[config.mk]
export PLATFORM = sky130hd
export DESIGN_NAME = bus_decoder
export DESIGN_NICKNAME = d
export VERILOG_FILES = /design/src/logic/soc_pkg.sv /design/src/logic/bus_decoder.sv
export SDC_FILE = /design/constraint.sdc
export NUM_CORES = 1
export LEC_CHECK = 0
export BUFFER_PORTS_ARGS = -buffer_cell sky130_fd_sc_hd__buf_2
export CAP_MARGIN = 15
export CORE_AREA = 2 2 213 215
export CTS_CLUSTER_DIAMETER = 120
export DETAILED_ROUTE_END_ITERATION = 8
export DIE_AREA = 0 0 215 217
export PLACE_DENSITY = 0.51
export SLEW_MARGIN = 40
export SYNTH_ARGS = -nofsm -noshare
export SYNTH_HDL_FRONTEND = slang
export SYNTH_SLANG_ARGS = --single-unit
[constraint.sdc]
create_clock -name clk_i -period 19.1 [get_ports clk_i]
set_input_delay 4.775 -clock clk_i [delete_from_list [all_inputs] [get_ports clk_i]]
set_output_delay 4.775 -clock clk_i [all_outputs]
set_load 0.01 [all_outputs]
[src/logic/soc_pkg.sv]
// Widths, address map and shared types of the SoC memory fabric
// Every RTL module refers to these by scoped names

`default_nettype none

package soc_pkg;

  ////////////////////
  // Widths
  ////////////////////

  localparam int unsigned ADDR_W = 64;
  localparam int unsigned DATA_W = 64;
  localparam int unsigned STRB_W = DATA_W / 8;
  // UART data and APB address
  localparam int unsigned APB_W = 32;

  typedef logic [ADDR_W-1:0] addr_t;
  typedef logic [DATA_W-1:0] word_t;
  typedef logic [STRB_W-1:0] strb_t;
  typedef logic [APB_W-1:0] apb_word_t;

  ////////////////////
  // Address map
  ////////////////////

  localparam addr_t DRAM_BASE = 64'h8000_0000;
  localparam addr_t DRAM_LEN  = 64'h4000_0000;
  localparam addr_t UART_BASE = 64'hC000_0000;
  localparam addr_t UART_LEN  = 64'h1000;
  localparam addr_t CTRL_BASE = 64'hD000_0000;
  localparam addr_t CTRL_LEN  = 64'h1000;

  // Words backed in L2, the DRAM window aliases onto them
  localparam int unsigned L2_WORDS = 1024;

  ////////////////////
  // Enums
  ////////////////////

  typedef enum logic [1:0] {
    RGN_L2,
    RGN_UART,
    RGN_CTRL,
    RGN_NONE
  } region_e;

  // Offsets inside the control window
  typedef enum logic [11:0] {
    EXIT          = 12'h000,
    HW_CNT_EN     = 12'h008,
    DRAM_BASE_REG = 12'h010,
    DRAM_END_REG  = 12'h018
  } ctrl_reg_e;

  typedef enum logic [1:0] {
    DEC_IDLE,
    DEC_BUSY,
    DEC_ACK
  } dec_state_e;

  typedef enum logic [1:0] {
    APB_IDLE,
    APB_SETUP,
    APB_ACCESS,
    APB_DONE
  } apb_state_e;

  // Byte-enabled merge of new data into an old word
  function automatic word_t merge_be(word_t old_w, word_t new_w, strb_t be);
    word_t res;
    res = old_w;
    for (int b = 0; b < STRB_W; b++) begin
      if (be[b]) begin
        res[8*b +: 8] = new_w[8*b +: 8];
      end
    end
    return res;
  endfunction

endpackage

`default_nettype wire
[src/logic/bus_decoder.sv]
// Address decoder of the fabric. Takes four-phase requests, starts one
// target per access and holds the response until the handshake closes

`timescale 1ns/1ns
`default_nettype none

module bus_decoder (
  input  logic           clk_i,
  input  logic           rst_n_i,
  input  logic           req_i,
  input  logic           we_i,
  input  soc_pkg::addr_t addr_i,
  input  soc_pkg::word_t wdata_i,
  input  soc_pkg::strb_t be_i,
  output logic           ack_o,
  output soc_pkg::word_t rdata_o,
  output logic           err_o,
  output soc_pkg::addr_t tgt_addr_o,
  output logic           tgt_we_o,
  output soc_pkg::word_t tgt_wdata_o,
  output soc_pkg::strb_t tgt_be_o,
  output logic           l2_start_o,
  output logic           uart_start_o,
  output logic           ctrl_start_o,
  input  logic           l2_done_i,
  input  soc_pkg::word_t l2_rdata_i,
  input  logic           uart_done_i,
  input  soc_pkg::word_t uart_rdata_i,
  input  logic           uart_err_i,
  input  logic           ctrl_done_i,
  input  soc_pkg::word_t ctrl_rdata_i,
  input  logic           ctrl_err_i
);

  soc_pkg::dec_state_e state_q;
  soc_pkg::region_e    region;
  soc_pkg::region_e    region_q;
  soc_pkg::addr_t      offset;
  soc_pkg::addr_t      addr_q;
  logic                we_q;
  soc_pkg::word_t      wdata_q;
  soc_pkg::strb_t      be_q;
  soc_pkg::word_t      rdata_q;
  logic                err_q;
  logic                ack_q;
  logic                accept;
  logic                tgt_done;
  soc_pkg::word_t      tgt_rdata;
  logic                tgt_err;

  // Window match by base and length
  always_comb begin
    region = soc_pkg::RGN_NONE;
    offset = '0;
    if (addr_i >= soc_pkg::DRAM_BASE &&
        addr_i < soc_pkg::DRAM_BASE + soc_pkg::DRAM_LEN) begin
      region = soc_pkg::RGN_L2;
      offset = addr_i - soc_pkg::DRAM_BASE;
    end else if (addr_i >= soc_pkg::UART_BASE &&
                 addr_i < soc_pkg::UART_BASE + soc_pkg::UART_LEN) begin
      region = soc_pkg::RGN_UART;
      offset = addr_i - soc_pkg::UART_BASE;
    end else if (addr_i >= soc_pkg::CTRL_BASE &&
                 addr_i < soc_pkg::CTRL_BASE + soc_pkg::CTRL_LEN) begin
      region = soc_pkg::RGN_CTRL;
      offset = addr_i - soc_pkg::CTRL_BASE;
    end
  end

  // New access only once the previous ack has dropped
  assign accept = (state_q == soc_pkg::DEC_IDLE) && req_i && !ack_q;

  assign l2_start_o   = accept && (region == soc_pkg::RGN_L2);
  assign uart_start_o = accept && (region == soc_pkg::RGN_UART);
  assign ctrl_start_o = accept && (region == soc_pkg::RGN_CTRL);

  // Fields follow the master until captured
  assign tgt_addr_o  = (state_q == soc_pkg::DEC_IDLE) ? offset : addr_q;
  assign tgt_we_o    = (state_q == soc_pkg::DEC_IDLE) ? we_i : we_q;
  assign tgt_wdata_o = (state_q == soc_pkg::DEC_IDLE) ? wdata_i : wdata_q;
  assign tgt_be_o    = (state_q == soc_pkg::DEC_IDLE) ? be_i : be_q;

  // Listen only to the target that was started
  always_comb begin
    tgt_done  = 1'b0;
    tgt_rdata = '0;
    tgt_err   = 1'b0;
    case (region_q)
      soc_pkg::RGN_L2: begin
        tgt_done  = l2_done_i;
        tgt_rdata = l2_rdata_i;
      end
      soc_pkg::RGN_UART: begin
        tgt_done  = uart_done_i;
        tgt_rdata = uart_rdata_i;
        tgt_err   = uart_err_i;
      end
      soc_pkg::RGN_CTRL: begin
        tgt_done  = ctrl_done_i;
        tgt_rdata = ctrl_rdata_i;
        tgt_err   = ctrl_err_i;
      end
      default: begin
        tgt_done = 1'b0;
      end
    endcase
  end

  always_ff @(posedge clk_i) begin
    if (!rst_n_i) begin
      state_q  <= soc_pkg::DEC_IDLE;
      region_q <= soc_pkg::RGN_NONE;
      err_q    <= 1'b0;
      ack_q    <= 1'b0;
    end else begin
      ack_q <= (state_q == soc_pkg::DEC_ACK);
      case (state_q)
        soc_pkg::DEC_IDLE: begin
          if (accept) begin
            region_q <= region;
            if (region == soc_pkg::RGN_NONE) begin
              err_q   <= 1'b1;
              state_q <= soc_pkg::DEC_ACK;
            end else begin
              state_q <= soc_pkg::DEC_BUSY;
            end
          end
        end
        soc_pkg::DEC_BUSY: begin
          if (tgt_done) begin
            err_q   <= tgt_err;
            state_q <= soc_pkg::DEC_ACK;
          end
        end
        soc_pkg::DEC_ACK: begin
          if (!req_i) begin
            state_q <= soc_pkg::DEC_IDLE;
          end
        end
        default: state_q <= soc_pkg::DEC_IDLE;
      endcase
    end
  end

  always_ff @(posedge clk_i) begin
    if (accept) begin
      addr_q  <= offset;
      we_q    <= we_i;
      wdata_q <= wdata_i;
      be_q    <= be_i;
    end
    if (accept && region == soc_pkg::RGN_NONE) begin
      rdata_q <= '0;
    end else if (state_q == soc_pkg::DEC_BUSY && tgt_done) begin
      rdata_q <= tgt_rdata;
    end
  end

  assign ack_o   = ack_q;
  assign rdata_o = rdata_q;
  assign err_o   = err_q;

  a_ack_needs_req: assert property (@(posedge clk_i) disable iff (!rst_n_i)
    $rose(ack_o) |-> $past(req_i));

  // Starts and target answers never share a cycle
  a_single_start: assert property (@(posedge clk_i) disable iff (!rst_n_i)
    $onehot0({l2_start_o, uart_start_o, ctrl_start_o,
              l2_done_i, uart_done_i, ctrl_done_i}));

endmodule

`default_nettype wire

==> run_results.csv <==
group,metric,value,unit
clock_tree,clock_latency,550,ps
place,place.port_buffers,542,
clock_tree,holdBufCountCts,0,
sta,slew_violations,0,
global_routing,busiest_layer,"met2",
layout,multi_input_area,4150,sq um
layout,nets,1819,
critical_path,crit_family,"simple AND/OR/NAND/NOR gates",
sta,rsz0062_at_grt,"false",
pwr,p_per_area,85.4,nW/um^2
yosys,synth_cell_types,51,
detailed_routing,routed_wirelength,44.5,mm
sta,tightest_slew,825,ps
clock_tree,cts_buffer_depth,3,
global_routing,grt-ovfl-total,0,
flow_run,maxCapViolations,0,
pwr,ir_worst_vdd,0.0632,mV
global_routing,use_met3,6.44,%
global_routing,grt_pass1_wl,63.6,mm
critical_path,cp.required,14320,ps
yosys,syn_area,10000,sq um
sta,slew_headroom,45.0,%
yosys,synth_warnings,0,
detailed_routing,first_pass_iters,6,
critical_path,slowest_stage,"nor3_2",
layout,seqCellArea,5520,sq um
floorplan,core_region_area,44700,sq um
detailed_routing,ant_nets,0,
global_routing,antenna_found_initial,31,
sta,max_clock_freq,0.0795,GHz
critical_path,endpoint_kind,"primary output",
floorplan,placementRows,78,
place,place_congestion,0.878,
critical_path,cpMostUsedCell,"buf_2",
sta,clock_skew,18.2,ps
critical_path,crit_path_start_kind,"primary input",
yosys,ys.flop_type,"edfxtp_1",
clock_tree,cts_root_buf,"clkbuf_16",
detailed_routing,wl_per_cell,21.1,microns
yosys,ys_async_sr_fraction,0,%
detailed_routing,num_vias,10000,
yosys,syn_avg_cell_area,10.3,sq um
detailed_routing,drtIter0Drc,871,
clock_tree,cts_made_buffers,26,
yosys,ys_seq_elements,207,
clock_tree,clock_sinks,207,
clock_tree,cts_setup_buffers,0,
layout,synthToLayoutAreaGrowth,42.0,%
floorplan,die-area,46700,sq um
sta,min_period_over_period,65.9,%
sta,period_needed,12580,ps
global_routing,grt_max_degree,102,
worst_hold_path,hold_path_class,"reg2reg",
sta,finalHoldViolCount,0,
floorplan,initial_core_util,22.4,%
sta,fin_setup_tns,0,ps
yosys,synth_edf_count,137,
detailed_routing,vias_per_cell,4.77,
global_routing,grt_util_all_layers,18.1,%
layout,fill_cells,4740,
outcome,status,"complete, no violations",
pwr,p_leak,6.46,nW
clock_tree,cts_resized,0,
critical_path,crit_arrival,7810,ps
sta,final-setup-viol-count,0,
global_routing,globalRouteMet1Util,19.5,%
critical_path,crit_type,"in2out",
place,dp.final_hpwl,33.1,mm
clock_tree,cts_tree,"done",
clock_tree,clk_pin_slew,60,ps
floorplan,die_h,217,microns
detailed_routing,drc,0,
layout,drive_gt1_share,45.8,%
critical_path,path_buf_inv,2,
yosys,syn_nets,1320,
floorplan,io_pins,543,
clock_tree,htree_levels,1,
yosys,seq_area_frac_synth,55.1,%
global_routing,met2_usage,31.6,%
yosys,synth_cells,972,
global_routing,grt_pass1_vias,9606,
place,dpl_worst_slack,6140,ps
floorplan,fp.dieW,215,microns
critical_path,cpPeakStageDelay,570,ps
sta,setup_slack,6520,ps
critical_path,crit_chain,"buf_2 -> nor4_2 -> and4_1 -> a41oi_4 -> nor3_2 -> nand2_2 -> a31oi_1 -> buf_2",
critical_path,worstPathMaxFanout,32,
## worst min-delay path, cell delays in order, from the launching register on
cell	delay (ps)
dfxtp_1	310
nor2_1	90
a211oi_1	50
## metrics by stage
stage	instance area, sq um	total power (W)	std cells	utilization (%)	hold WS [ps]
2_1_floorplan	10000	0.000622	972	-	501
3_3_place_gp	13300	0.000718	2043	29.7	484
3_5_place_dp	13300	0.000720	2043	29.8	492
4_1_cts	14200	0.00124	2090	31.7	500
5_1_grt	14200	0.00127	2102	31.7	516
6_report	14200	0.00121	2108	31.8	496
## per-layer routing
metal,vias to the layer above,wire [microns]
li1,4625,-
met1,4755,16000
met2,543,21700
met3,104,4490
met4,20,2060
met5,-,119
## report_power, final
group / switching (W) / internal, W / leakage [nW] / total [W]
clock: 0.000208 / 0.000296 / 0.425 / 0.000505
combinational: 0.000123 / 0.0000756 / 4.14 / 0.000198
sequential: 0.00000637 / 0.000504 / 1.90 / 0.000510
total: 0.000337 / 0.000876 / 6.46 / 0.00121
## final timing paths
check	slack (ps)	depth (start not counted)	startpoint	to
worst max-delay path	6520	8	addr_i[14]	tgt_addr_o[47]
worst min-delay path	500	2	rdata_o[7]	rdata_o[7]
worst max register to register	15670	9	region_q[0]	rdata_o[19]
worst min register to register	500	2	rdata_o[7]	rdata_o[7]
## cells in the mapped netlist, types with 3 or more instances
master | n | area, sq um
a211oi_1 | 24 | 180
a211oi_2 | 40 | 500
a222oi_1 | 65 | 651
a31oi_1 | 18 | 113
and2_1 | 30 | 188
and4_1 | 3 | 26.3
buf_1 | 3 | 11.3
buf_2 | 6 | 30.0
clkbuf_1 | 74 | 278
dfxtp_1 | 70 | 1400
edfxtp_1 | 137 | 4110
ha_1 | 11 | 138
inv_1 | 13 | 48.8
mux2_2 | 26 | 293
nand2_1 | 271 | 1020
nand3_1 | 4 | 20.0
nor2_1 | 91 | 342
nor3_1 | 8 | 40.0
nor4_1 | 25 | 156
o21ai_0 | 8 | 40.0
or3_1 | 4 | 25.0
## layout by cell type (no fill, tap or decap), types with 4 or more instances in the layout
| master | n |
|---|---|
| a211oi_1 | 24 |
| a211oi_2 | 40 |
| a222oi_1 | 65 |
| a31oi_1 | 18 |
| and2_1 | 30 |
| buf_2 | 542 |
| buf_4 | 9 |
| buf_6 | 5 |
| clkbuf_16 | 27 |
| clkinv_1 | 6 |
| clkinv_2 | 7 |
| dfxtp_1 | 70 |
| diode_2 | 18 |
| edfxtp_1 | 137 |
| ha_1 | 8 |
| inv_1 | 12 |
| mux2_2 | 26 |
| nand2_1 | 270 |
| nand3_1 | 4 |
| nor2_1 | 90 |
| nor3_1 | 7 |
| nor4_1 | 24 |
| o21ai_0 | 8 |
| or3_1 | 4 |
## sequential cells by signal, summed over array words and instances (netlist names)
signal / cells
addr_q: 64
rdata_o: 64
wdata_q: 64
be_q: 8
region_q: 2
state_q: 2
ack_o: 1
err_o: 1
we_q: 1
## kinds of logic after synthesis
group	count (synthesis)	share of synthesized area (%)
and+or+nand+nor	449	19.3
DFF	207	55.1
AOI/OAI and AO/OA	178	17.1
buffers and inverters	98	3.87
muxes	28	3.15
adders and majority gates	11	1.38
xor gates and xnor gates	1	0.0876
## layout make-up
| type | count | area share (%) |
|---|---|---|
| flip-flops and latches | 207 | 38.8 |
| multi-input cells | 667 | 29.2 |
| repair buffers | 556 | 20.0 |
| well taps | 600 | 5.29 |
| clock buffers | 27 | 4.76 |
| clock inverters | 20 | 1.28 |
| inverters | 13 | 0.379 |
| diodes | 18 | 0.317 |
No activity file was read; power rests on OpenSTA's default activity.
