`config.mk`:
```
export PLATFORM = sky130hd
export DESIGN_NAME = apb_bridge
export DESIGN_NICKNAME = d
export VERILOG_FILES = /design/src/logic/soc_pkg.sv /design/src/logic/apb_bridge.sv
export SDC_FILE = /design/constraint.sdc
export NUM_CORES = 1
export LEC_CHECK = 0
export ABC_AREA = 1
export BUFFER_PORTS_ARGS = -buffer_cell sky130_fd_sc_hd__buf_2
export CAP_MARGIN = 20
export CORE_AREA = 4 4 114 116
export DETAILED_ROUTE_END_ITERATION = 10
export DIE_AREA = 0 0 118 120
export HOLD_SLACK_MARGIN = 0.08
export PLACE_DENSITY = 0.65
export SLEW_MARGIN = 25
export SYNTH_ARGS = -nofsm -noshare
export SYNTH_HDL_FRONTEND = slang
export SYNTH_SLANG_ARGS = --single-unit
```
`constraint.sdc`:
```
create_clock -name clk_i -period 2.6 [get_ports clk_i]
set_input_delay 0.52 -clock clk_i [delete_from_list [all_inputs] [get_ports clk_i]]
set_output_delay 0.52 -clock clk_i [all_outputs]
set_load 0.01 [all_outputs]
```
`src/logic/soc_pkg.sv`:
```
// Widths, address map and shared types of the SoC memory fabric
// Every RTL module refers to these by scoped names

`default_nettype none

package soc_pkg;

  ////////////////////
  // Widths
  ////////////////////

  localparam int unsigned ADDR_W = 64;
  localparam int unsigned DATA_W = 64;
  localparam int unsigned STRB_W = DATA_W / 8;
  // UART data and APB address
  localparam int unsigned APB_W = 32;

  typedef logic [ADDR_W-1:0] addr_t;
  typedef logic [DATA_W-1:0] word_t;
  typedef logic [STRB_W-1:0] strb_t;
  typedef logic [APB_W-1:0] apb_word_t;

  ////////////////////
  // Address map
  ////////////////////

  localparam addr_t DRAM_BASE = 64'h8000_0000;
  localparam addr_t DRAM_LEN  = 64'h4000_0000;
  localparam addr_t UART_BASE = 64'hC000_0000;
  localparam addr_t UART_LEN  = 64'h1000;
  localparam addr_t CTRL_BASE = 64'hD000_0000;
  localparam addr_t CTRL_LEN  = 64'h1000;

  // Words backed in L2, the DRAM window aliases onto them
  localparam int unsigned L2_WORDS = 1024;

  ////////////////////
  // Enums
  ////////////////////

  typedef enum logic [1:0] {
    RGN_L2,
    RGN_UART,
    RGN_CTRL,
    RGN_NONE
  } region_e;

  // Offsets inside the control window
  typedef enum logic [11:0] {
    EXIT          = 12'h000,
    HW_CNT_EN     = 12'h008,
    DRAM_BASE_REG = 12'h010,
    DRAM_END_REG  = 12'h018
  } ctrl_reg_e;

  typedef enum logic [1:0] {
    DEC_IDLE,
    DEC_BUSY,
    DEC_ACK
  } dec_state_e;

  typedef enum logic [1:0] {
    APB_IDLE,
    APB_SETUP,
    APB_ACCESS,
    APB_DONE
  } apb_state_e;

  // Byte-enabled merge of new data into an old word
  function automatic word_t merge_be(word_t old_w, word_t new_w, strb_t be);
    word_t res;
    res = old_w;
    for (int b = 0; b < STRB_W; b++) begin
      if (be[b]) begin
        res[8*b +: 8] = new_w[8*b +: 8];
      end
    end
    return res;
  endfunction

endpackage

`default_nettype wire
```
`src/logic/apb_bridge.sv`:
```
// Bridge from a fabric access to one APB transfer on the UART port
// Setup and access phases, waits on pready, returns prdata and pslverr

`timescale 1ns/1ns
`default_nettype none

module apb_bridge (
  input  logic               clk_i,
  input  logic               rst_n_i,
  input  logic               start_i,
  input  logic               we_i,
  input  soc_pkg::addr_t     addr_i,
  input  soc_pkg::word_t     wdata_i,
  output logic               done_o,
  output soc_pkg::word_t     rdata_o,
  output logic               err_o,
  output logic               uart_penable_o,
  output logic               uart_pwrite_o,
  output soc_pkg::apb_word_t uart_paddr_o,
  output logic               uart_psel_o,
  output soc_pkg::apb_word_t uart_pwdata_o,
  input  soc_pkg::apb_word_t uart_prdata_i,
  input  logic               uart_pready_i,
  input  logic               uart_pslverr_i
);

  soc_pkg::apb_state_e state_q;
  soc_pkg::apb_word_t  paddr_q;
  soc_pkg::apb_word_t  pwdata_q;
  logic                pwrite_q;
  soc_pkg::word_t      rdata_q;
  logic                err_q;

  always_ff @(posedge clk_i) begin
    if (!rst_n_i) begin
      state_q <= soc_pkg::APB_IDLE;
    end else begin
      case (state_q)
        soc_pkg::APB_IDLE: begin
          if (start_i) begin
            state_q <= soc_pkg::APB_SETUP;
          end
        end
        soc_pkg::APB_SETUP:  state_q <= soc_pkg::APB_ACCESS;
        soc_pkg::APB_ACCESS: begin
          if (uart_pready_i) begin
            state_q <= soc_pkg::APB_DONE;
          end
        end
        default: state_q <= soc_pkg::APB_IDLE;
      endcase
    end
  end

  // Transfer fields and response
  always_ff @(posedge clk_i) begin
    if (state_q == soc_pkg::APB_IDLE && start_i) begin
      paddr_q  <= addr_i[soc_pkg::APB_W-1:0];
      pwdata_q <= wdata_i[soc_pkg::APB_W-1:0];
      pwrite_q <= we_i;
    end
    if (state_q == soc_pkg::APB_ACCESS && uart_pready_i) begin
      // prdata zero-extended, nothing for writes
      rdata_q <= pwrite_q ? '0
                          : {{(soc_pkg::DATA_W-soc_pkg::APB_W){1'b0}}, uart_prdata_i};
      err_q   <= uart_pslverr_i;
    end
  end

  assign uart_psel_o    = (state_q == soc_pkg::APB_SETUP) ||
                          (state_q == soc_pkg::APB_ACCESS);
  assign uart_penable_o = (state_q == soc_pkg::APB_ACCESS);
  assign uart_paddr_o   = paddr_q;
  assign uart_pwdata_o  = pwdata_q;
  assign uart_pwrite_o  = pwrite_q;

  assign done_o  = (state_q == soc_pkg::APB_DONE);
  assign rdata_o = rdata_q;
  assign err_o   = err_q;

  a_penable_in_psel: assert property (@(posedge clk_i) disable iff (!rst_n_i)
    uart_penable_o |-> (uart_psel_o && !start_i));

  // Transfer fields keep matching the held access
  a_fields_stable: assert property (@(posedge clk_i) disable iff (!rst_n_i)
    uart_psel_o |-> (uart_paddr_o == addr_i[soc_pkg::APB_W-1:0]) &&
                    (uart_pwdata_o == wdata_i[soc_pkg::APB_W-1:0]));

endmodule

`default_nettype wire

```
==> summary by stage, run 1 <==
Logic synthesis
In the post-synthesis netlist, the biggest area contributors are sky130_fd_sc_hd__edfxtp_1, sky130_fd_sc_hd__buf_4, sky130_fd_sc_hd__inv_1, sky130_fd_sc_hd__nor2_1, sky130_fd_sc_hd__ha_1. Synthesis handed over a netlist of 222 instances. The post-synthesis cell type count is 12. Sorting the synthesized cells by how often they occur yields sky130_fd_sc_hd__edfxtp_1, sky130_fd_sc_hd__inv_1, sky130_fd_sc_hd__nor2_1, sky130_fd_sc_hd__buf_4, sky130_fd_sc_hd__nand2_1. The portion of synthesized cell area occupied by the leading cell type is 0.812. The Yosys step of the flow raised 0 warnings. sky130_fd_sc_hd__edfxtp_1 takes more of the synthesized area than any other cell. The top flip-flop cell by instance count after synthesis is sky130_fd_sc_hd__edfxtp_1. Synthesis inferred 100 register bits. Of the synthesized area, sequential elements account for 0.823. The number of synthesized flops with an enable pin is 98.

Of all flip-flops after synthesis, the portion carrying an async set or reset was 0. The most common cell in the synthesized netlist is sky130_fd_sc_hd__edfxtp_1. The synthesized area is 3620 µm². A synthesized cell averages 16.3 µm².

Hold path
The tightest min-delay check is of the in -> reg type. The end point of the worst hold path is uart_paddr_o[2]. The worst hold path startpoint is addr_i[2]. The number of stages on the worst hold path is 1.

Detailed routing
Wires add up to 8.36 mm. Across all layers, the routed design uses 2339 vias. The count of nets left with antenna violations once routing finished came out at 0. The average detailed-routed wire length per instance is 14.3 µm. The routed via count divided by cell count is 3.99. The DRC violation total after the first TritonRoute iteration is 187. For this run, design rule violations remaining after detail routing come to 0. For this run, the detailed router's first-pass iteration total came to 4.

Global routing
The remaining global-route overflow is 0. Across every metal layer, demand over resource in global routing totals 0.114. Entering global routing, the biggest net connects 64 pins. The global-route wire length before repair is 12.4 mm. The via count of the first global-routing pass was 2389. The number of antenna violations at the first check in global routing was 0.

Critical path
The critical path is of the reg -> out type. The critical path arrival is 1.26 ns. The element type at the critical path start is a flip-flop. The endpoint of the worst-slack reg-to-reg timing path is rdata_o[8]. In this run the worst path has a maximum fanout of 5. The worst register-to-register path begins at state_q[0]. The setup slack on the worst flop-to-flop path is 1.07 ns. STA classifies the critical path endpoint as an output pin.

At the worst endpoint, the required time is 2.08 ns. Counting cells, the worst reg-to-reg path comes to 5.

Clock network
In this run, CTS created clock tree buffers numbering 9. The clock tree synthesis step divided the H-tree into 3 levels. The clock root buffer master is sky130_fd_sc_hd__clkbuf_16.

The clock transition at the register clock pins on the worst setup and hold paths after CTS is 0.07 ns. The number of buffers between clock root and the deepest sink is 2. TritonCTS built the clock tree. The count of hold-fix buffers inserted at cts is 0. The later pin in the worst-skew pair is clocked with a latency of 0.34 ns.

CTS saw 100 sinks. In this run, post-CTS repair resized a total of 0 instances. Buffers added to address setup during post-CTS repair amount to 0.

Pwr
The worst-case IR drop observed on VDD is 0.303 mV. For this design the ratio of total power to cell area is 910 nW/µm². Summing internal, switching and leakage power gives 4.54 mW.

The static leakage is 2.33 nW.

Status
The run finished with clean final reports.

Placement
The number of cells in the design after placement is 570. OpenSTA, run right after detailed placement, puts the worst setup slack at 1.07 ns. Input and output buffers added on the ports amount to 202. The HPWL after detailed placement is 6.53 mm. The congestion estimate from routability-driven global placement came to 0.760. After detailed placement, the total cell area comes to 4700 µm².

Floorplanning
The core region is 11900 µm². The number of I/O pins is 299. The die is 120 µm tall.

The die footprint is 14200 µm². The initial utilization of the core area, before any placement, comes to 0.304. The number of cell rows is 40.

The horizontal die dimension is 118 µm.

STA
Setup violations remaining at the end of the flow were counted as 0. In the finished design, the share of the clock period the worst path needs comes to 0.686. The number of pins with negative max-slew slack in the final report is 0. The clock period could shrink to 1.78 ns.

Setup total negative slack on the finished layout was measured at 0 ns. Setup repair after global routing left no endpoint under its margin. The final hold slack is 0.349 ns. The slack of the critical path is 0.816 ns. The number of hold violations in the final report is 0. Clock skew on the completed layout was measured at 0.00725 ns. Based on the critical path, the design can be clocked at up to 561 MHz.

Layout
The post-route core utilization is 0.419. After the last flow step, the layout net total stands at 604. With fillers left out, the area of the finished cells amounts to 4990 µm². The count of placed standard cells in the final layout, fillers left out is 586.

From synthesis to final layout, the design area changed by 37.8%. The repair_antennas step left the layout with diodes totalling 0. Of the cells placed in the final design, the portion with a size suffix greater than 1 is 0.503. The filler cells instantiated in the layout total 1121.

Flow run
The count of maximum capacitance violations is 0.
sequential cells by signal, indices dropped and copies added, names as in the netlist:
register	count
uart_pwrite_o	1
rdata_o	32
uart_pwdata_o	32
err_o	1
state_q	2
uart_paddr_o	32
worst max-delay path: stages, from the launching register on:
cell and delay [ns]:
sky130_fd_sc_hd__dfxtp_1 0.41, sky130_fd_sc_hd__inv_1 0.07, sky130_fd_sc_hd__ha_1 0.30, sky130_fd_sc_hd__buf_2 0.15
metal layers:
metal | vias to the layer above | share of wire | track usage
li1 | 1094 | - | -
met3 | 10 | 0.13 | 0.0556
met2 | 178 | 0.48 | 0.191
met5 | - | 0 | 0
met1 | 1057 | 0.37 | 0.121
met4 | 0 | 0.018 | 0.0549
cell families after synthesis:
| group | Yosys count | synth area share |
|---|---|---|
| AOI/OAI and AO/OA | 3 | 0.00414 |
| adders and majority gates | 4 | 0.0138 |
| buffers and inverters | 74 | 0.116 |
| DFF | 100 | 0.823 |
| other | 1 | 0.00103 |
| and+or+nand+nor | 40 | 0.0418 |
worst max-delay path by stage:
stage | startpoint | to | slack, ns | depth (start not counted)
after floorplan | state_q[0] | uart_paddr_o[0] | 0.29 | 4
after global placement | start_i | uart_paddr_o[28] | 1.11 | 4
after detailed placement | state_q[0] | uart_paddr_o[13] | 1.07 | 5
after CTS | state_q[1] | uart_psel_o | 0.80 | 3
after global routing | state_q[1] | uart_psel_o | 0.72 | 3
final | state_q[1] | uart_psel_o | 0.82 | 3
cell usage in the layout, fill, tap and decap left out, types with 2 or more instances in the layout:
cell type,n
sky130_fd_sc_hd__ha_1,4
sky130_fd_sc_hd__buf_2,202
sky130_fd_sc_hd__edfxtp_1,98
sky130_fd_sc_hd__nor2_1,33
sky130_fd_sc_hd__a21oi_1,2
sky130_fd_sc_hd__buf_4,2
sky130_fd_sc_hd__clkinvlp_4,2
sky130_fd_sc_hd__inv_1,38
sky130_fd_sc_hd__dfxtp_1,2
sky130_fd_sc_hd__clkbuf_16,9
sky130_fd_sc_hd__nand2_1,6
sky130_fd_sc_hd__conb_1,32
cell type report:
cell class | count | area (µm²) | share of cell area
clock buffers | 9 | 225 | 0.0451
multi-input cells | 79 | 337 | 0.0674
clock inverters | 7 | 73.8 | 0.0148
well taps | 147 | 184 | 0.0368
flip-flops and latches | 100 | 2980 | 0.597
inverters | 39 | 146 | 0.0293
repair buffers | 205 | 1050 | 0.209
report_power, final:
group | switching [mW] | internal, mW
Clock | 0.585 | 0.751
Sequential | 0.0899 | 2.19
Combinational | 0.595 | 0.333
Total | 1.27 | 3.27
No activity file was read; power rests on OpenSTA's default activity.
==> run 2, diff against run 1 <==
--- a/config.mk
+++ b/config.mk
@@ -8,11 +8,11 @@
 export ABC_AREA = 1
 export BUFFER_PORTS_ARGS = -buffer_cell sky130_fd_sc_hd__buf_2
 export CAP_MARGIN = 20
-export CORE_AREA = 4 4 114 116
+export CORE_AREA = 4 4 113 115
 export DETAILED_ROUTE_END_ITERATION = 10
-export DIE_AREA = 0 0 118 120
+export DIE_AREA = 0 0 117 119
 export HOLD_SLACK_MARGIN = 0.08
-export PLACE_DENSITY = 0.65
+export PLACE_DENSITY = 0.69
 export SLEW_MARGIN = 25
 export SYNTH_ARGS = -nofsm -noshare
 export SYNTH_HDL_FRONTEND = slang
==> constraint.sdc (replaced) <==
create_clock -name clk_i -period 1.5 [get_ports clk_i]
set_input_delay 0.3 -clock clk_i [delete_from_list [all_inputs] [get_ports clk_i]]
set_output_delay 0.3 -clock clk_i [all_outputs]
set_load 0.01 [all_outputs]
==> run 2 against run 1 <==
Non-clock buffer count increased by 2. Clock power increased by 69%. Combinational power increased by 85%. Count of clock-buffer cells in the layout unchanged.
==> summary by stage, run 2 (synthesis gave the netlist of run 1 again) <==
Floorplanning
The vertical extent of the die is 119 µm. The horizontal die dimension is 117 µm. Pin placement for this block handled 299 I/O pins.

For this configuration, the core starts out at a cell density of 0.307. The area of the placeable core is 11800 µm². Row generation in the floorplan step produced 40 rows.

The floorplan step defined a die boundary enclosing 13900 µm².

Critical path
The worst register-to-register path ends at uart_paddr_o[26]. The startpoint of the lowest-slack register-to-register path is state_q[0]. The worst register-to-register path has a depth of 5. The endpoint type of the worst setup path is an output pin. The critical path arrival is 1.15 ns. STA puts the critical path data required time at 1.20 ns. The setup check on the worst reg-to-reg path leaves a slack of 0.16 ns. The class of the most critical setup path is reg -> out. The largest fanout on the critical path is 5. STA classifies the critical path startpoint as a flip-flop.

Pwr
For this design the static power due to leakage is 2.33 nW. In this run the power density over the cells is 1570 nW/µm². The part of the total power dissipated in the clock network is 0.285. Of the total power, combinational logic draws 0.217.

The peak supply drop is 0.554 mV. The sequential fraction of design power is 0.498. The total power consumption of the routed design is 7.94 mW. The internal power summed over all cells is 5.62 mW. In this run the power spent charging and discharging nets is 2.32 mW. Of the total power, the share spent switching nets is 0.292.

STA
The clock arrives with 0.00743 ns of skew. Setup repair after global routing left no endpoint under its margin. The clock period could shrink to 1.45 ns.

The number of pins with negative max-slew slack in the final report is 0. The highest clock rate is 691 MHz. Of the available clock period, the critical path in the final layout requires 0.965. The number of hold violations in the final report came to 0. Setup violations remaining at the end of the flow were counted as 0.

Global routing
The number of antenna violations at the first check in global routing is 0. The via count of the first global-routing pass came to 2338. The remaining global-route overflow is 0. Entering global routing, the biggest net connects 55 pins. The first global-routing pass estimated 11.9 mm of wire. The total routing usage reported by global routing is 0.116.

Detailed routing
The count of nets left with antenna violations once routing finished came out at 0. The number of detailed-routing iterations run before antenna repair is 3. The first routing iteration left 151 violations. In the routed design, unresolved DRC markers number 0. The total detailed-routing wirelength is 8.45 mm.

In the routed layout, each cell is associated on average with a via count of 3.96. After detailed routing, the average wire length per cell comes to 14.4 µm. The final route contains 2331 vias.

Clock network
The H-tree level count is 3. The clock tree from TritonCTS is done. The total clock sinks is 100.

The clock passes through at most 2 buffers. The clock root buffer master is sky130_fd_sc_hd__clkbuf_16. The clock transition at the register clock pins on the worst setup and hold paths after CTS is 0.07 ns. For the worst-skew pair, the clock arrives at the later sink with an insertion delay of 0.34 ns. In this run, CTS created clock tree buffers numbering 9.

Placement
The number of cells in the design after placement is 572. Routability-driven placement finished with a final weighted congestion of 0.744. Once detailed placement completed, the half-perimeter wirelength came to 6.67 mm. Once placement finished, the instance area stood at 4750 µm². Input and output buffers added on the ports amount to 202.

Layout
The finished layout holds 588 standard cells, fillers aside. The number of fill cells is 1112. 0 antenna diodes ended up in the layout.

The share of cells above drive strength 1 is 0.526. Leaving out fill and tap cells, the most frequent cells in the layout are sky130_fd_sc_hd__buf_2, sky130_fd_sc_hd__edfxtp_1, sky130_fd_sc_hd__inv_1. For this run, the share of the core covered by cells in the final layout is 0.427.

The cell area after layout is 5050 µm². Relative to the synthesized area, the layout overhead comes to 39.3%. The most common library cell in the layout ignoring fill and taps is sky130_fd_sc_hd__buf_2.

The final layout contains 606 nets.

Status
The flow ran to the end, and the final reports show no timing, DRC or antenna violations.

Hold path
For hold timing, the worst endpoint is uart_pwdata_o[18]. In this run the worst hold path is classified as in -> reg. The startpoint identified for the worst hold timing path is wdata_i[18]. Counting instances, the worst hold path has a depth of 1.

Flow run
The tool flagged a number of max-cap violations equal to 0.
## run 2: cell count changes in the layout (fill, tap and decap cells not counted), moves of 2 or more
cell,change
sky130_fd_sc_hd__dfxtp_1,-2
sky130_fd_sc_hd__nand2_1,-2
sky130_fd_sc_hd__inv_1,-3
sky130_fd_sc_hd__nand2_2,+2
## run 2: through the flow
| stage | setup WS [ns] | hold WS [ns] | setup TNS [ns] |
|---|---|---|---|
| floorplan | -0.432 | 0.399 | -28.09 |
| global placement | 0.197 | 0.478 | 0 |
| detailed placement | 0.172 | 0.478 | 0 |
| CTS | 0.00976 | 0.108 | 0 |
| global route | 0.0135 | 0.105 | 0 |
| finish | 0.0525 | 0.127 | 0 |
## run 2: worst max path at each step
stage,startpoint,endpoint,cells past startpoint
floorplan,state_q[1],uart_paddr_o[0],4
global placement,state_q[0],uart_paddr_o[19],5
detailed placement,state_q[0],uart_paddr_o[19],5
CTS,state_q[1],uart_psel_o,3
global route,state_q[1],uart_psel_o,3
finish,state_q[1],uart_psel_o,3
## run 2: area by class of cell
cell class	count	area, µm²	share of cell area
sequential	100	2990	0.592
tap	147	184	0.0364
timing repair buffer	207	1070	0.213
multi-input combinational	79	354	0.0702
clock buffer	9	225	0.0446
inverter	39	154	0.0305
clock inverter	7	68.8	0.0136
## run 2: timing repair
action | 4_1_cts | 5_1_grt
buffers inserted | 0 | 0
setup endpoints to repair | 0 | 1
hold buffers | 0 | 0
hold endpoints to repair | 0 | 0
gates resized for setup | 0 | 1
## run 2: critical path: stages (launching register included)
cell and delay (ns):
sky130_fd_sc_hd__dfxtp_4 0.38, sky130_fd_sc_hd__inv_2 0.05, sky130_fd_sc_hd__ha_4 0.26, sky130_fd_sc_hd__buf_2 0.12
## run 2: metal layers
layer  up-vias  part of all wire  wire length [µm]  track usage
li1       1104                 -                 -            -
met1      1048              0.36              3070        0.126
met2       167              0.48              4020        0.192
met3        10              0.14              1190       0.0442
met4         2             0.019               161       0.0602
met5         -           0.00059                 5            0
## run 2: power groups by stage
stage,Clock (mW),Combinational [mW],Sequential (mW)
floorplan,0,0.651,4.32
global placement,0,1.72,4.00
detailed placement,0,1.76,4.02
CTS,2.35,1.75,3.96
global route,2.48,1.91,4.01
finish,2.26,1.72,3.95
