--- config.mk ---
export PLATFORM = sky130hd
export DESIGN_NAME = ctrl_regs
export DESIGN_NICKNAME = d
export VERILOG_FILES = /design/src/logic/soc_pkg.sv /design/src/logic/ctrl_regs.sv
export SDC_FILE = /design/constraint.sdc
export NUM_CORES = 1
export LEC_CHECK = 0
export BUFFER_PORTS_ARGS = -buffer_cell sky130_fd_sc_hd__buf_2
export CORE_UTILIZATION = 40
export CTS_CLUSTER_SIZE = 30
export DETAILED_ROUTE_END_ITERATION = 8
export PLACE_DENSITY = 0.69
export SLEW_MARGIN = 30
export SYNTH_ARGS = -nofsm -noshare
export SYNTH_HDL_FRONTEND = slang
export SYNTH_SLANG_ARGS = --single-unit
--- constraint.sdc ---
create_clock -name clk_i -period 2.15 [get_ports clk_i]
set_clock_uncertainty 0.2 [all_clocks]
set_input_delay 0.43 -clock clk_i [delete_from_list [all_inputs] [get_ports clk_i]]
set_output_delay 0.43 -clock clk_i [all_outputs]
set_load 0.1 [all_outputs]
--- src/logic/soc_pkg.sv ---
// Widths, address map and shared types of the SoC memory fabric
// Every RTL module refers to these by scoped names

`default_nettype none

package soc_pkg;

  ////////////////////
  // Widths
  ////////////////////

  localparam int unsigned ADDR_W = 64;
  localparam int unsigned DATA_W = 64;
  localparam int unsigned STRB_W = DATA_W / 8;
  // UART data and APB address
  localparam int unsigned APB_W = 32;

  typedef logic [ADDR_W-1:0] addr_t;
  typedef logic [DATA_W-1:0] word_t;
  typedef logic [STRB_W-1:0] strb_t;
  typedef logic [APB_W-1:0] apb_word_t;

  ////////////////////
  // Address map
  ////////////////////

  localparam addr_t DRAM_BASE = 64'h8000_0000;
  localparam addr_t DRAM_LEN  = 64'h4000_0000;
  localparam addr_t UART_BASE = 64'hC000_0000;
  localparam addr_t UART_LEN  = 64'h1000;
  localparam addr_t CTRL_BASE = 64'hD000_0000;
  localparam addr_t CTRL_LEN  = 64'h1000;

  // Words backed in L2, the DRAM window aliases onto them
  localparam int unsigned L2_WORDS = 1024;

  ////////////////////
  // Enums
  ////////////////////

  typedef enum logic [1:0] {
    RGN_L2,
    RGN_UART,
    RGN_CTRL,
    RGN_NONE
  } region_e;

  // Offsets inside the control window
  typedef enum logic [11:0] {
    EXIT          = 12'h000,
    HW_CNT_EN     = 12'h008,
    DRAM_BASE_REG = 12'h010,
    DRAM_END_REG  = 12'h018
  } ctrl_reg_e;

  typedef enum logic [1:0] {
    DEC_IDLE,
    DEC_BUSY,
    DEC_ACK
  } dec_state_e;

  typedef enum logic [1:0] {
    APB_IDLE,
    APB_SETUP,
    APB_ACCESS,
    APB_DONE
  } apb_state_e;

  // Byte-enabled merge of new data into an old word
  function automatic word_t merge_be(word_t old_w, word_t new_w, strb_t be);
    word_t res;
    res = old_w;
    for (int b = 0; b < STRB_W; b++) begin
      if (be[b]) begin
        res[8*b +: 8] = new_w[8*b +: 8];
      end
    end
    return res;
  endfunction

endpackage

`default_nettype wire
--- src/logic/ctrl_regs.sv ---
// Control register block: exit code, counter enable and the DRAM window
// One access per start pulse, answered with done on the next cycle

`timescale 1ns/1ns
`default_nettype none

module ctrl_regs (
  input  logic           clk_i,
  input  logic           rst_n_i,
  input  logic           start_i,
  input  logic           we_i,
  input  soc_pkg::addr_t addr_i,
  input  soc_pkg::word_t wdata_i,
  input  soc_pkg::strb_t be_i,
  output logic           done_o,
  output soc_pkg::word_t rdata_o,
  output logic           err_o,
  output soc_pkg::word_t exit_o,
  output soc_pkg::word_t hw_cnt_en_o
);

  soc_pkg::ctrl_reg_e reg_sel;
  soc_pkg::word_t     exit_q;
  soc_pkg::word_t     hw_cnt_en_q;
  soc_pkg::word_t     rd_val;
  soc_pkg::word_t     rdata_q;
  logic               bad;
  logic               done_q;
  logic               err_q;

  assign reg_sel = soc_pkg::ctrl_reg_e'(addr_i[$bits(soc_pkg::ctrl_reg_e)-1:0]);

  // Read value and access error
  always_comb begin
    rd_val = '0;
    bad    = 1'b0;
    case (reg_sel)
      soc_pkg::EXIT:      rd_val = exit_q;
      soc_pkg::HW_CNT_EN: rd_val = hw_cnt_en_q;
      soc_pkg::DRAM_BASE_REG: begin
        rd_val = soc_pkg::DRAM_BASE;
        bad    = we_i;
      end
      soc_pkg::DRAM_END_REG: begin
        rd_val = soc_pkg::DRAM_BASE + soc_pkg::DRAM_LEN;
        bad    = we_i;
      end
      default: bad = 1'b1;
    endcase
  end

  always_ff @(posedge clk_i) begin
    if (!rst_n_i) begin
      done_q      <= 1'b0;
      err_q       <= 1'b0;
      exit_q      <= '0;
      hw_cnt_en_q <= '0;
    end else begin
      done_q <= start_i;
      if (start_i) begin
        err_q <= bad;
      end
      if (start_i && we_i && !bad) begin
        case (reg_sel)
          soc_pkg::EXIT:      exit_q <= soc_pkg::merge_be(exit_q, wdata_i, be_i);
          soc_pkg::HW_CNT_EN: hw_cnt_en_q <= soc_pkg::merge_be(hw_cnt_en_q, wdata_i, be_i);
          default:            exit_q <= exit_q;
        endcase
      end
    end
  end

  // Zero for writes and failed accesses
  always_ff @(posedge clk_i) begin
    if (start_i) begin
      rdata_q <= (we_i || bad) ? '0 : rd_val;
    end
  end

  assign done_o      = done_q;
  assign rdata_o     = rdata_q;
  assign err_o       = err_q;
  assign exit_o      = exit_q;
  assign hw_cnt_en_o = hw_cnt_en_q;

endmodule

`default_nettype wire

==> results by group, run 1 <==
Timing
  • WHS: roughly 0.07 ns
  • Final Hold Fails: 0
  • Slew headroom: approximately 66%
  • Peak Freq: about 520 MHz
  • Setup_tns: 0 ns
  • Worst-margin pin slew: ~0.50 ns
  • Final worst-path cycle share: between 80 and 90%
  • Pins over their slew limit: 0
  • RSZ-0062 raised after global routing: no
  • Final Setup Violations: 0
  • Post-route minimum period: between 1.5 and 2 ns
  • Worst setup margin: about 0.24 ns

Yosys
  • Synth area leader: dfxtp_1
  • Synth warn: 0
  • Synthesized net count: 873
  • Post-synth top area share: between 30% and 40%
  • Post-synth EDFFs: 64
  • Top post-synthesis cells by area: dfxtp_1 33%, edfxtp_1 24%, mux2i_1 24%, nand2_1 9.1%, nor2_1 3.0%
  • Synthesized area: 0.007989 mm^2
  • Top_reg_cell synth: dfxtp_1
  • Top-count cell post-synth: nand2_1
  • Seq/Total Area, Yosys: 56.63%
  • Netlist cell types: 27
  • Synthesized instance count: around 730
  • Most common library cells after synthesis: 193 x nand2_1, 190 x mux2i_1, 130 x dfxtp_1
  • #FFs+latches synth: just under 200
  • Syn avg cell area: 10.90 um^2
  • Asr flop ratio synth: 0%

Power
  • Total Power: approximately 7.6 mW
  • Static leakage: around 5.3 nW
  • Net switching fraction of the power: a little over a quarter
  • VDD IR max: about 0.54 mV
  • Pwr dens: 708.9 mW/mm^2
  • Net Sw Power: a little over 2 mW
  • Internal: 5.564 mW
  • Seq pwr share: about 50%
  • Clock power share: ~40%
  • Comb pwr share: about 9.9%

Floorplanning
  • Die Span Y: roughly 140 um
  • Core Rows: slightly above 50
  • Die width: ~140 um
  • Die area: ~0.021 mm^2
  • IO Pins: approximately 330
  • Core area: around 0.02 mm^2
  • Initial Utilization: between 40 and 50%

Clocking
  • Setup repair bufs after CTS: 0
  • Clk buf depth: 2
  • Post-cts resize count: 0
  • Root buffer cell: clkbuf_16
  • TritonCTS buffer count: 17
  • CTS H-Tree Depth: 4
  • Sink Count: ~190
  • CTS clk-pin slew, worst paths: 0.07 ns
  • Hold buffer count at cts: 0
  • Skew-Pair Late Insertion Delay: about 0.42 ns
  • CTS tree: done

Place
  • Place WS: -0.1315 ns
  • Routability cong.: between 0.7 and 0.8
  • DP Wirelength: 15190 um
  • IO buf count: roughly 280

Drt
  • Drt via density: between 4 and 5
  • Routed Antenna Nets: 0
  • 1st-iter DRT viols: 279
  • Residual DRC count: 0
  • Via count of the routed design: about 6400
  • Drt first pass iters: 5
  • Routed WL per cell: around 16 um
  • Final wirelength: between 20000 and 25000 um

Global routing
  • Antenna violations before repair: 8
  • GRT Total Usage: between 20% and 30%
  • First-pass GRT wire length: about 32000 um
  • Largest net degree at the start of global routing: 69
  • Vias in the first global route: 6181
  • Grt ovf: 0

Setup path
  • Crit-path max FO: 3
  • Critical path cell sequence: buf_2
  • Worst R2R Start: exit_o[30]
  • Worst path slowest cell: buf_2
  • R2r endpoint: rdata_o[30]
  • CP peak stage delay: ~0.46 ns
  • Critical path endpoint category: primary output
  • CP top delay family: buffers and inverters
  • Worst r2r path cells: 2
  • WP buf/inv: 1
  • Reg2reg setup slack: 0.89 ns
  • WS Path Type: register to primary output
  • Critical path required time: 1.52 ns
  • Critical path data arrival time: about 1.3 ns
  • Startpoint types: register

Run status
  • Status: finished clean

Min path
  • Hold Startpoint: wdata_i[19]
  • Hold Path End: exit_o[19]
  • Hold path depth: 3
  • Hold Crit Class: input port to register

Layout
  • Multi-input gate area: approximately 0.0033 mm^2
  • Share of cells above drive strength 1: a little over a third
  • Nets: 1170
  • Final core utilization: between 50 and 60%
  • Synth-to-layout area growth: 34.66%
  • FF+latch area: 0.004524 mm^2
  • Fillers: 1760

Flow run
  • Max-Cap Viols: 0
## area by class of cell
class / count / area share (%)
antenna: 5 / 0.1163
clock buffer: 19 / 4.117
clock inverter: 13 / 1.175
multi-input combinational: 491 / 30.58
sequential: 194 / 42.06
tap: 265 / 3.082
timing repair buffer: 326 / 18.88
## cells in the final DEF, fill, tap and decap left out, types with 2 or more instances in the layout
master,synthesis,layout
nand2_1,193,193
mux2i_1,190,190
buf_4,1,25
nor2_1,63,63
nand4_2,10,10
nor4b_1,7,7
clkinv_4,0,6
dfxtp_1,130,130
nor3_1,4,4
and4_1,6,6
or3_1,2,2
buf_12,0,22
inv_8,0,3
clkinvlp_4,0,2
edfxtp_1,64,64
diode_2,0,5
o21ai_0,2,2
or4_1,2,2
buf_2,9,278
clkbuf_16,0,17
## cell families (layout without fill, tap and decap cells)
group | Yosys count | in the layout | synth area share (%)
multiplexers | 190 | 190 | 23.81
AO/OA/AOI/OAI | 5 | 5 | 0.3602
AND/OR/NAND/NOR | 296 | 296 | 16.76
other | 0 | 5 | 0
flip-flops | 194 | 194 | 56.63
buffers and inverters | 48 | 358 | 2.443
## how the worst max path moves through the flow
stage,startpoint,endpoint,slack [ns],cells past startpoint
after floorplan,addr_i[8],rdata_o[62],0.13,3
after global placement,addr_i[8],rdata_o[62],-0.13,4
after detailed placement,addr_i[8],rdata_o[62],-0.13,4
after CTS,exit_o[15],exit_o[15],0.22,1
after global routing,exit_o[15],exit_o[15],0.19,1
final,exit_o[15],exit_o[15],0.24,1
## metal layers
layer	track usage [%]	share of wire (%)	vias to the layer above
li1	-	-	3129
met1	24.43	43	3005
met2	34.97	48	206
met3	7.031	7.3	23
met4	6.719	1.5	4
met5	0	0.11	-
## sequential cells by signal, summed over array words and instances (netlist names)
register	flops
hw_cnt_en_o	64
rdata_o	64
err_o	1
exit_o	64
done_o	1
## stage by stage
step	cells	area [um^2]
finish	1313	10760
detailed placement	1276	10180
global route	1310	10750
global placement	1276	10180
floorplan	733	7989
CTS	1308	10750
## power groups by stage
stage / Clock [mW] / Sequential, mW / Combinational (mW)
2_1_floorplan: 0 / 4.25 / 0.170
6_report: 3.04 / 3.83 / 0.754
5_1_grt: 3.28 / 3.83 / 0.795
3_3_place_gp: 0 / 3.91 / 0.755
3_5_place_dp: 0 / 3.91 / 0.757
4_1_cts: 3.12 / 3.83 / 0.759
(Power assumes the default switching activity.)
==> run 2, diff against run 1 <==
==> constraint.sdc (replaced) <==
create_clock -name clk_i -period 2.15 [get_ports clk_i]
set_clock_uncertainty 0.2 [all_clocks]
set_input_delay 0 -clock clk_i [delete_from_list [all_inputs] [get_ports clk_i]]
set_output_delay 0 -clock clk_i [all_outputs]
set_load 0.1 [all_outputs]
==> run 2 against run 1 <==
Compared with the run above: critical path depth up 6; die area unchanged; clock power about the same; combinational power up 15%; critical endpoint is now exit_o[21]; global-route usage up 1.7 points; wire length up 9.1%; register-to-register slack worse by 0.17 ns; highest routed layer unchanged; critical path type is now input port to register; sequential cell count unchanged; power up 1.7%; final cell count up 4.8%; core utilization up 2.4 points; fmax down 6.5%.
==> results by group, run 2 (synthesis gave the netlist of run 1 again) <==
Place
  • Routability cong.: 0.7680 (was 0.7800)
  • IO buf count: 281 (unchanged)
  • DP Wirelength: 15220 um (was 15190 um)

Timing
  • RSZ-0062 raised after global routing: no (unchanged)
  • Pins over their slew limit: 0 (unchanged)
  • Final worst-path cycle share: 95.14% (was 88.97%)
  • Post-route minimum period: 2.046 ns (was 1.913 ns)
  • Final Setup Violations: 0 (unchanged)
  • Peak Freq: 488.9 MHz (was 522.8 MHz)
  • WHS: 0.04172 ns (was 0.07207 ns)
  • Setup_tns: 0 ns (unchanged)
  • Worst-margin pin slew: 0.6656 ns (was 0.4967 ns)
  • Slew headroom: 55.02% (was 66.42%)
  • Final Hold Fails: 0 (unchanged)

Clocking
  • Sink Count: 194 (unchanged)
  • TritonCTS buffer count: 17 (unchanged)
  • CTS clk-pin slew, worst paths: 0.08 ns (was 0.07 ns)
  • CTS tree: done (unchanged)
  • Skew-Pair Late Insertion Delay: 0.43 ns (was 0.42 ns)
  • Root buffer cell: clkbuf_16 (unchanged)
  • Clk buf depth: 2 (unchanged)
  • CTS H-Tree Depth: 4 (unchanged)

Min path
  • Hold Crit Class: input port to register (unchanged)

Power
  • Comb pwr share: 11.2% (was 9.9%)
  • VDD IR max: 0.5127 mV (was 0.5356 mV)
  • Total Power: 7.753 mW (was 7.626 mW)
  • Net switching fraction of the power: 27.27% (was 27.05%)
  • Internal: 5.639 mW (was 5.564 mW)
  • Net Sw Power: 2.114 mW (was 2.063 mW)
  • Seq pwr share: 49.4% (was 50.2%)
  • Static leakage: 5.446 nW (was 5.259 nW)
  • Pwr dens: 690.4 mW/mm^2 (was 708.9 mW/mm^2)
  • Clock power share: 39.4% (was 39.9%)

Setup path
  • Critical path endpoint category: register (was primary output)
  • Startpoint types: input port (was register)
  • CP dominant cell by count: dlygate4sd3_1
  • CP peak stage delay: 0.59 ns (was 0.46 ns)
  • Critical path data arrival time: 2.16 ns (was 1.28 ns)
  • WP buf/inv: 5 (was 1)
  • CP top delay family: buffers and inverters (unchanged)
  • Critical path required time: 2.27 ns (was 1.52 ns)
  • Worst path slowest cell: dlygate4sd3_1 (was buf_2)
  • Critical path cell sequence: dlygate4sd3_1 -> buf_12 -> buf_4 -> nand2_1 -> dlygate4sd3_1 -> mux2i_1 -> dlygate4sd3_1 (was buf_2)
  • WS Path Type: input port to register (was register to primary output)
  • Crit-path max FO: 5 (was 3)

Layout
  • Most common cell after layout, fill and taps aside: buf_2 (unchanged)
  • Commonest cells after routing, fill and taps aside: 278 x buf_2, 193 x nand2_1, 190 x mux2i_1 (unchanged)
  • Final core utilization: 57.51% (was 55.09%)
  • Share of cells above drive strength 1: 32.46% (was 35.67%)
  • Synth-to-layout area growth: 40.56% (was 34.66%)
  • Nets: 1236 (was 1170)

Drt
  • Routed Antenna Nets: 0 (unchanged)
  • Met2 WL: 11370 um (was 10270 um)
  • M1 WL: 9938 um (was 9145 um)
  • Met3 WL: 1632 um (was 1556 um)
  • 1st-iter DRT viols: 327 (was 279)
  • Final wirelength: 23250 um (was 21310 um)
  • Via count of the routed design: 6652 (was 6367)
  • Drt first pass iters: 5 (unchanged)
  • Uppermost layer routed: met5 (unchanged)
  • Routed WL per cell: 16.90 um (was 16.23 um)
  • Residual DRC count: 0 (unchanged)
  • Drt via density: 4.834 (was 4.849)

Floorplanning
  • Core area: 0.01953 mm^2 (unchanged)
  • Die Span Y: 143.3 um (unchanged)
  • IO Pins: 334 (unchanged)
  • Die width: 143.3 um (unchanged)
  • Initial Utilization: 40.91% (unchanged)
  • Die area: 0.02054 mm^2 (unchanged)
  • Core Rows: 51 (unchanged)

Flow run
  • Max-Cap Viols: 0 (unchanged)

Global routing
  • Largest net degree at the start of global routing: 62 (was 69)
  • First-pass GRT wire length: 34690 um (was 32350 um)
  • GRT Total Usage: 22.34% (was 20.62%)
  • Vias in the first global route: 6389 (was 6181)
  • Antenna violations before repair: 4 (was 8)
  • Grt ovf: 0 (unchanged)

Run status
  • Status: finished clean (unchanged)
==> run 2: cell count changes in the layout (fill, tap and decap cells not counted), sizes merged <==
cell,previous run,this run
clkinvlp,2,4
diode,5,2
buf,326,314
clkinv,7,6
clkbuf,19,18
dlygate4sd3,0,78
==> run 2: tightest hold or removal path: cells and delay by family <==
| kind | cells | cell delay (ns) |
|---|---|---|
| multiplexers | 1 | 0.12 |
| buffers and inverters | 1 | 0.12 |
| AND/OR/NAND/NOR | 2 | 0.39 |
==> run 2: power by group through the flow <==
stage	sequential [mW]	clock [mW]	combinational [mW]
2_1_floorplan	4.25	0	0.170
3_3_place_gp	3.91	0	0.739
3_5_place_dp	3.91	0	0.744
4_1_cts	3.83	3.14	0.861
5_1_grt	3.83	3.27	0.916
6_report	3.83	3.06	0.869
==> run 2: worst paths after layout <==
kind | cells after the start | end | from | slack (ns)
max | 7 | exit_o[21] | rst_n_i | 0.10
min | 4 | exit_o[47] | addr_i[6] | 0.04
max reg2reg | 3 | exit_o[21] | exit_o[21] | 0.72
min reg2reg | 2 | hw_cnt_en_o[63] | hw_cnt_en_o[63] | 0.27
==> run 2: area by class of cell <==
class	instances	area, um^2
antenna	2	5.005
clock buffer	18	439.2
clock inverter	14	127.6
fill	1702	8297
multi-input combinational	491	3289
sequential	194	4524
tap	265	331.6
timing repair buffer	392	2512
==> run 2: metrics by stage <==
step           area, um^2  instances  setup slack (ns)
2_1_floorplan        7989        733            0.2599
3_3_place_gp         9811       1259            0.2722
3_5_place_dp         9811       1259            0.1924
4_1_cts             11190       1370           0.04317
5_1_grt             11230       1375           0.07414
6_report            11230       1376            0.1044
==> run 2: metal layers <==
metal / global-route usage (%) / vias to the layer above
met5: 0 / -
met4: 7.447 / 4
met3: 6.731 / 21
met2: 37.72 / 217
met1: 27.11 / 3156
li1: - / 3254
==> run 2: what timing repair did <==
item	in CTS	in global routing
setup endpoints to repair	0	1
buffers inserted	0	4
gates resized for setup	0	2
hold buffers	79	0
endpoints found under the hold margin	160	0
==> run 3, diff against run 2 <==
--- a/config.mk
+++ b/config.mk
@@ -5,11 +5,12 @@
 export SDC_FILE = /design/constraint.sdc
 export NUM_CORES = 1
 export LEC_CHECK = 0
+export ABC_AREA = 1
 export BUFFER_PORTS_ARGS = -buffer_cell sky130_fd_sc_hd__buf_2
 export CORE_UTILIZATION = 40
 export CTS_CLUSTER_SIZE = 30
 export DETAILED_ROUTE_END_ITERATION = 8
-export PLACE_DENSITY = 0.69
+export PLACE_DENSITY = 0.68
 export SLEW_MARGIN = 30
 export SYNTH_ARGS = -nofsm -noshare
 export SYNTH_HDL_FRONTEND = slang
==> run 3 against run 2 <==
Compared with the run above: synthesized cell count increased by 55%; clock-buffer cell count shrank 1; setup slack better by 0.032 ns; wire length grew 3.3%; critical path depth is 4 higher; worst hold slack gained 0.036 ns; final cell count rose by 30%; sequential cell count unchanged; power up 0.86%; die area rose by 8.2%.
==> results by group, run 3 <==
Timing
  • Pins over their slew limit: 0 (unchanged)
  • Final worst-path cycle share: 93.64% (was 95.14%)
  • Slew headroom: 64.66% (was 55.02%)
  • Peak Freq: 496.7 MHz (was 488.9 MHz)
  • WHS: 0.07759 ns (was 0.04172 ns)
  • Post-route minimum period: 2.013 ns (was 2.046 ns)
  • RSZ-0062 raised after global routing: no (unchanged)
  • Final Hold Fails: 0 (unchanged)
  • Worst-margin pin slew: 0.5338 ns (was 0.6656 ns)
  • Setup_tns: 0 ns (unchanged)
  • Final Setup Violations: 0 (unchanged)

Floorplanning
  • Die width: 149.1 um (was 143.3 um)
  • Core Rows: 53 (was 51)
  • Core area: 0.02109 mm^2 (was 0.01953 mm^2)
  • IO Pins: 334 (unchanged)
  • Die Span Y: 149.1 um (was 143.3 um)
  • Die area: 0.02223 mm^2 (was 0.02054 mm^2)
  • Initial Utilization: 41.05% (was 40.91%)

Power
  • Clock power share: 41.9% (was 39.4%)
  • Internal: 5.761 mW (was 5.639 mW)
  • Static leakage: 6.139 nW (was 5.446 nW)
  • VDD IR max: 0.4679 mV (was 0.5127 mV)
  • Pwr dens: 660.5 mW/mm^2 (was 690.4 mW/mm^2)
  • Comb pwr share: 9.2% (was 11.2%)
  • Seq pwr share: 48.9% (was 49.4%)
  • Net switching fraction of the power: 26.32% (was 27.27%)
  • Net Sw Power: 2.058 mW (was 2.114 mW)

Clocking
  • Root buffer cell: clkbuf_16 (unchanged)
  • CTS H-Tree Depth: 4 (unchanged)
  • Clk buf depth: 2 (unchanged)
  • CTS tree: done (unchanged)
  • Setup repair bufs after CTS: 0 (unchanged)
  • CTS clk-pin slew, worst paths: 0.08 ns (about the same)
  • Skew-Pair Late Insertion Delay: 0.43 ns (about the same)
  • Sink Count: 194 (unchanged)
  • TritonCTS buffer count: 17 (unchanged)

Place
  • DP Wirelength: 15930 um (was 15220 um)
  • Routability cong.: 0.8100 (was 0.7680)
  • IO buf count: 281 (unchanged)

Setup path
  • Startpoint types: input port (unchanged)
  • Critical path required time: 2.28 ns (was 2.27 ns)
  • Critical Path Start: addr_i[5] (was rst_n_i)
  • Worst R2R Start: hw_cnt_en_o[30] (was exit_o[21])
  • Critical path data arrival time: 2.14 ns (was 2.16 ns)
  • WS Path Type: input port to register (unchanged)
  • Critical path endpoint category: register (unchanged)
  • Crit-path max FO: 25 (was 5)

Yosys
  • Synthesized instance count: 1134 (was 733)
  • Top_reg_cell synth: dfxtp_1 (unchanged)
  • Post-synth EDFFs: 64 (unchanged)
  • Post-synth top area share: 30.07% (was 32.58%)
  • Netlist cell types: 24 (was 27)
  • Synthesized area: 0.008656 mm^2 (was 0.007989 mm^2)
  • Top-count cell post-synth: nand2_1 (unchanged)
  • Top post-synthesis cells by area: dfxtp_1 30%, edfxtp_1 22%, nand2_1 17%, nor2_1 11%, inv_1 6.0% (was dfxtp_1 33%, edfxtp_1 24%, mux2i_1 24%, nand2_1 9.1%, nor2_1 3.0%)
  • Synth area leader: dfxtp_1 (unchanged)
  • Syn avg cell area: 7.633 um^2 (was 10.90 um^2)
  • Seq/Total Area, Yosys: 52.27% (was 56.63%)
  • Synth warn: 0 (unchanged)
  • Most common library cells after synthesis: 387 x nand2_1, 261 x nor2_1, 139 x inv_1 (was 193 x nand2_1, 190 x mux2i_1, 130 x dfxtp_1)
  • Asr flop ratio synth: 0% (unchanged)
  • Synthesized net count: 1274 (was 873)
  • #FFs+latches synth: 194 (unchanged)

Drt
  • Drt first pass iters: 5 (unchanged)
  • Final wirelength: 24030 um (was 23250 um)
  • Via count of the routed design: 8188 (was 6652)
  • Residual DRC count: 0 (unchanged)
  • Drt via density: 4.579 (was 4.834)
  • Routed Antenna Nets: 0 (unchanged)
  • 1st-iter DRT viols: 336 (was 327)
  • Routed WL per cell: 13.44 um (was 16.90 um)

Layout
  • Multi-input gate area: 0.003219 mm^2 (was 0.003289 mm^2)
  • Share of cells above drive strength 1: 24.09% (was 32.46%)
  • Fillers: 1968 (was 1702)
  • FF+latch area: 0.004524 mm^2 (unchanged)
  • Synth-to-layout area growth: 36.77% (was 40.56%)
  • Nets: 1638 (was 1236)
  • Commonest cells after routing, fill and taps aside: 387 x nand2_1, 280 x buf_2, 261 x nor2_1 (was 278 x buf_2, 193 x nand2_1, 190 x mux2i_1)
  • Most common cell after layout, fill and taps aside: nand2_1 (was buf_2)

Global routing
  • First-pass GRT wire length: 37880 um (was 34690 um)
  • Grt ovf: 0 (unchanged)
  • Vias in the first global route: 7727 (was 6389)
  • Largest net degree at the start of global routing: 67 (was 62)
  • GRT Total Usage: 21.58% (was 22.34%)
  • Antenna violations before repair: 2 (was 4)

Flow run
  • Max-Cap Viols: 0 (unchanged)

Min path
  • Hold Crit Class: input port to register (unchanged)
  • Hold Startpoint: we_i (was addr_i[6])

Run status
  • Status: finished clean (unchanged)
[run 3: cell count changes after synthesis, sizes merged, moves of 2 or more]
cell | previous run | this run
a21oi | 1 | 63
nand4 | 11 | 16
buf | 21 | 35
mux2i | 190 | 0
nand2 | 193 | 394
inv | 0 | 144
or3 | 2 | 0
clkbuf | 27 | 18
nor3 | 4 | 0
nor4bb | 2 | 0
and4 | 6 | 0
or4 | 2 | 0
nor4b | 8 | 0
nor2 | 63 | 266
[run 3: layout make-up]
class	instances	area share, %
Clock inverter	15	1.458
Inverter	144	4.566
Clock buffer	17	3.593
Multi-Input combinational cell	743	27.19
Timing Repair Buffer	398	22.02
Sequential cell	194	38.22
Antenna cell	2	0.04227
Tap cell	275	2.906
[run 3: path summary, 6_finish.rpt]
| path | endpoint | slack (ns) | depth (start not counted) |
|---|---|---|---|
| min | exit_o[59] | 0.08 | 7 |
| max | hw_cnt_en_o[30] | 0.14 | 11 |
| min reg2reg | hw_cnt_en_o[62] | 0.33 | 4 |
| max reg2reg | rdata_o[30] | 0.54 | 3 |
[run 3: cells by family (layout without fill, tap and decap cells)]
family          after synthesis  after routing  share of synthesized area, %
simple gates                676            676                         32.89
flops                       194            194                         52.27
buf+inv                     197            574                         10.84
other cells                   0              2                             0
compound gates               67             67                         4.004
[run 3: critical path, stage by stage]
cell           delay, ns
buf_2               0.10
nor2_1              0.11
nand2_1             0.10
nor2_1              0.12
inv_2               0.10
nor2_8              0.29
buf_12              0.25
nand4_4             0.25
nor2_1              0.19
dlygate4sd3_1       0.58
nor2_1              0.05
[run 3: metrics by stage]
| step | area [um^2] | power [mW] | util (%) | setup slack [ns] | instances |
|---|---|---|---|---|---|
| 2_1_floorplan | 8656 | 4.325 | - | 0.4921 | 1134 |
| 3_3_place_gp | 10230 | 4.513 | 48.50 | 0.2276 | 1656 |
| 3_5_place_dp | 10230 | 4.517 | 48.50 | 0.1670 | 1656 |
| 4_1_cts | 11810 | 7.890 | 55.99 | 0.1318 | 1786 |
| 5_1_grt | 11840 | 8.051 | 56.14 | 0.008788 | 1788 |
| 6_report | 11840 | 7.820 | 56.14 | 0.1367 | 1788 |
[run 3: layer usage]
layer / track usage [%] / routed length [um] / vias to the layer above
met1: 26.65 / 10230 / 3753
met2: 36.07 / 11720 / 246
met4: 8.878 / 640 / 0
li1: - / - / 4146
met3: 5.046 / 1440 / 43
met5: 0 / 0 / -
[run 3: power by group through the flow]
| stage | sequential, mW | combinational [mW] | clock, mW |
|---|---|---|---|
| global route | 3.83 | 0.748 | 3.47 |
| CTS | 3.83 | 0.718 | 3.35 |
| finish | 3.83 | 0.718 | 3.28 |
| detailed placement | 3.91 | 0.605 | 0 |
| global placement | 3.91 | 0.603 | 0 |
| floorplan | 4.25 | 0.0771 | 0 |
[run 3: timing repair]
action / CTS / global route
hold buffers: 98 / 0
gates resized for setup: 0 / 3
setup endpoints to repair: 0 / 6
endpoints found under the hold margin: 196 / 0
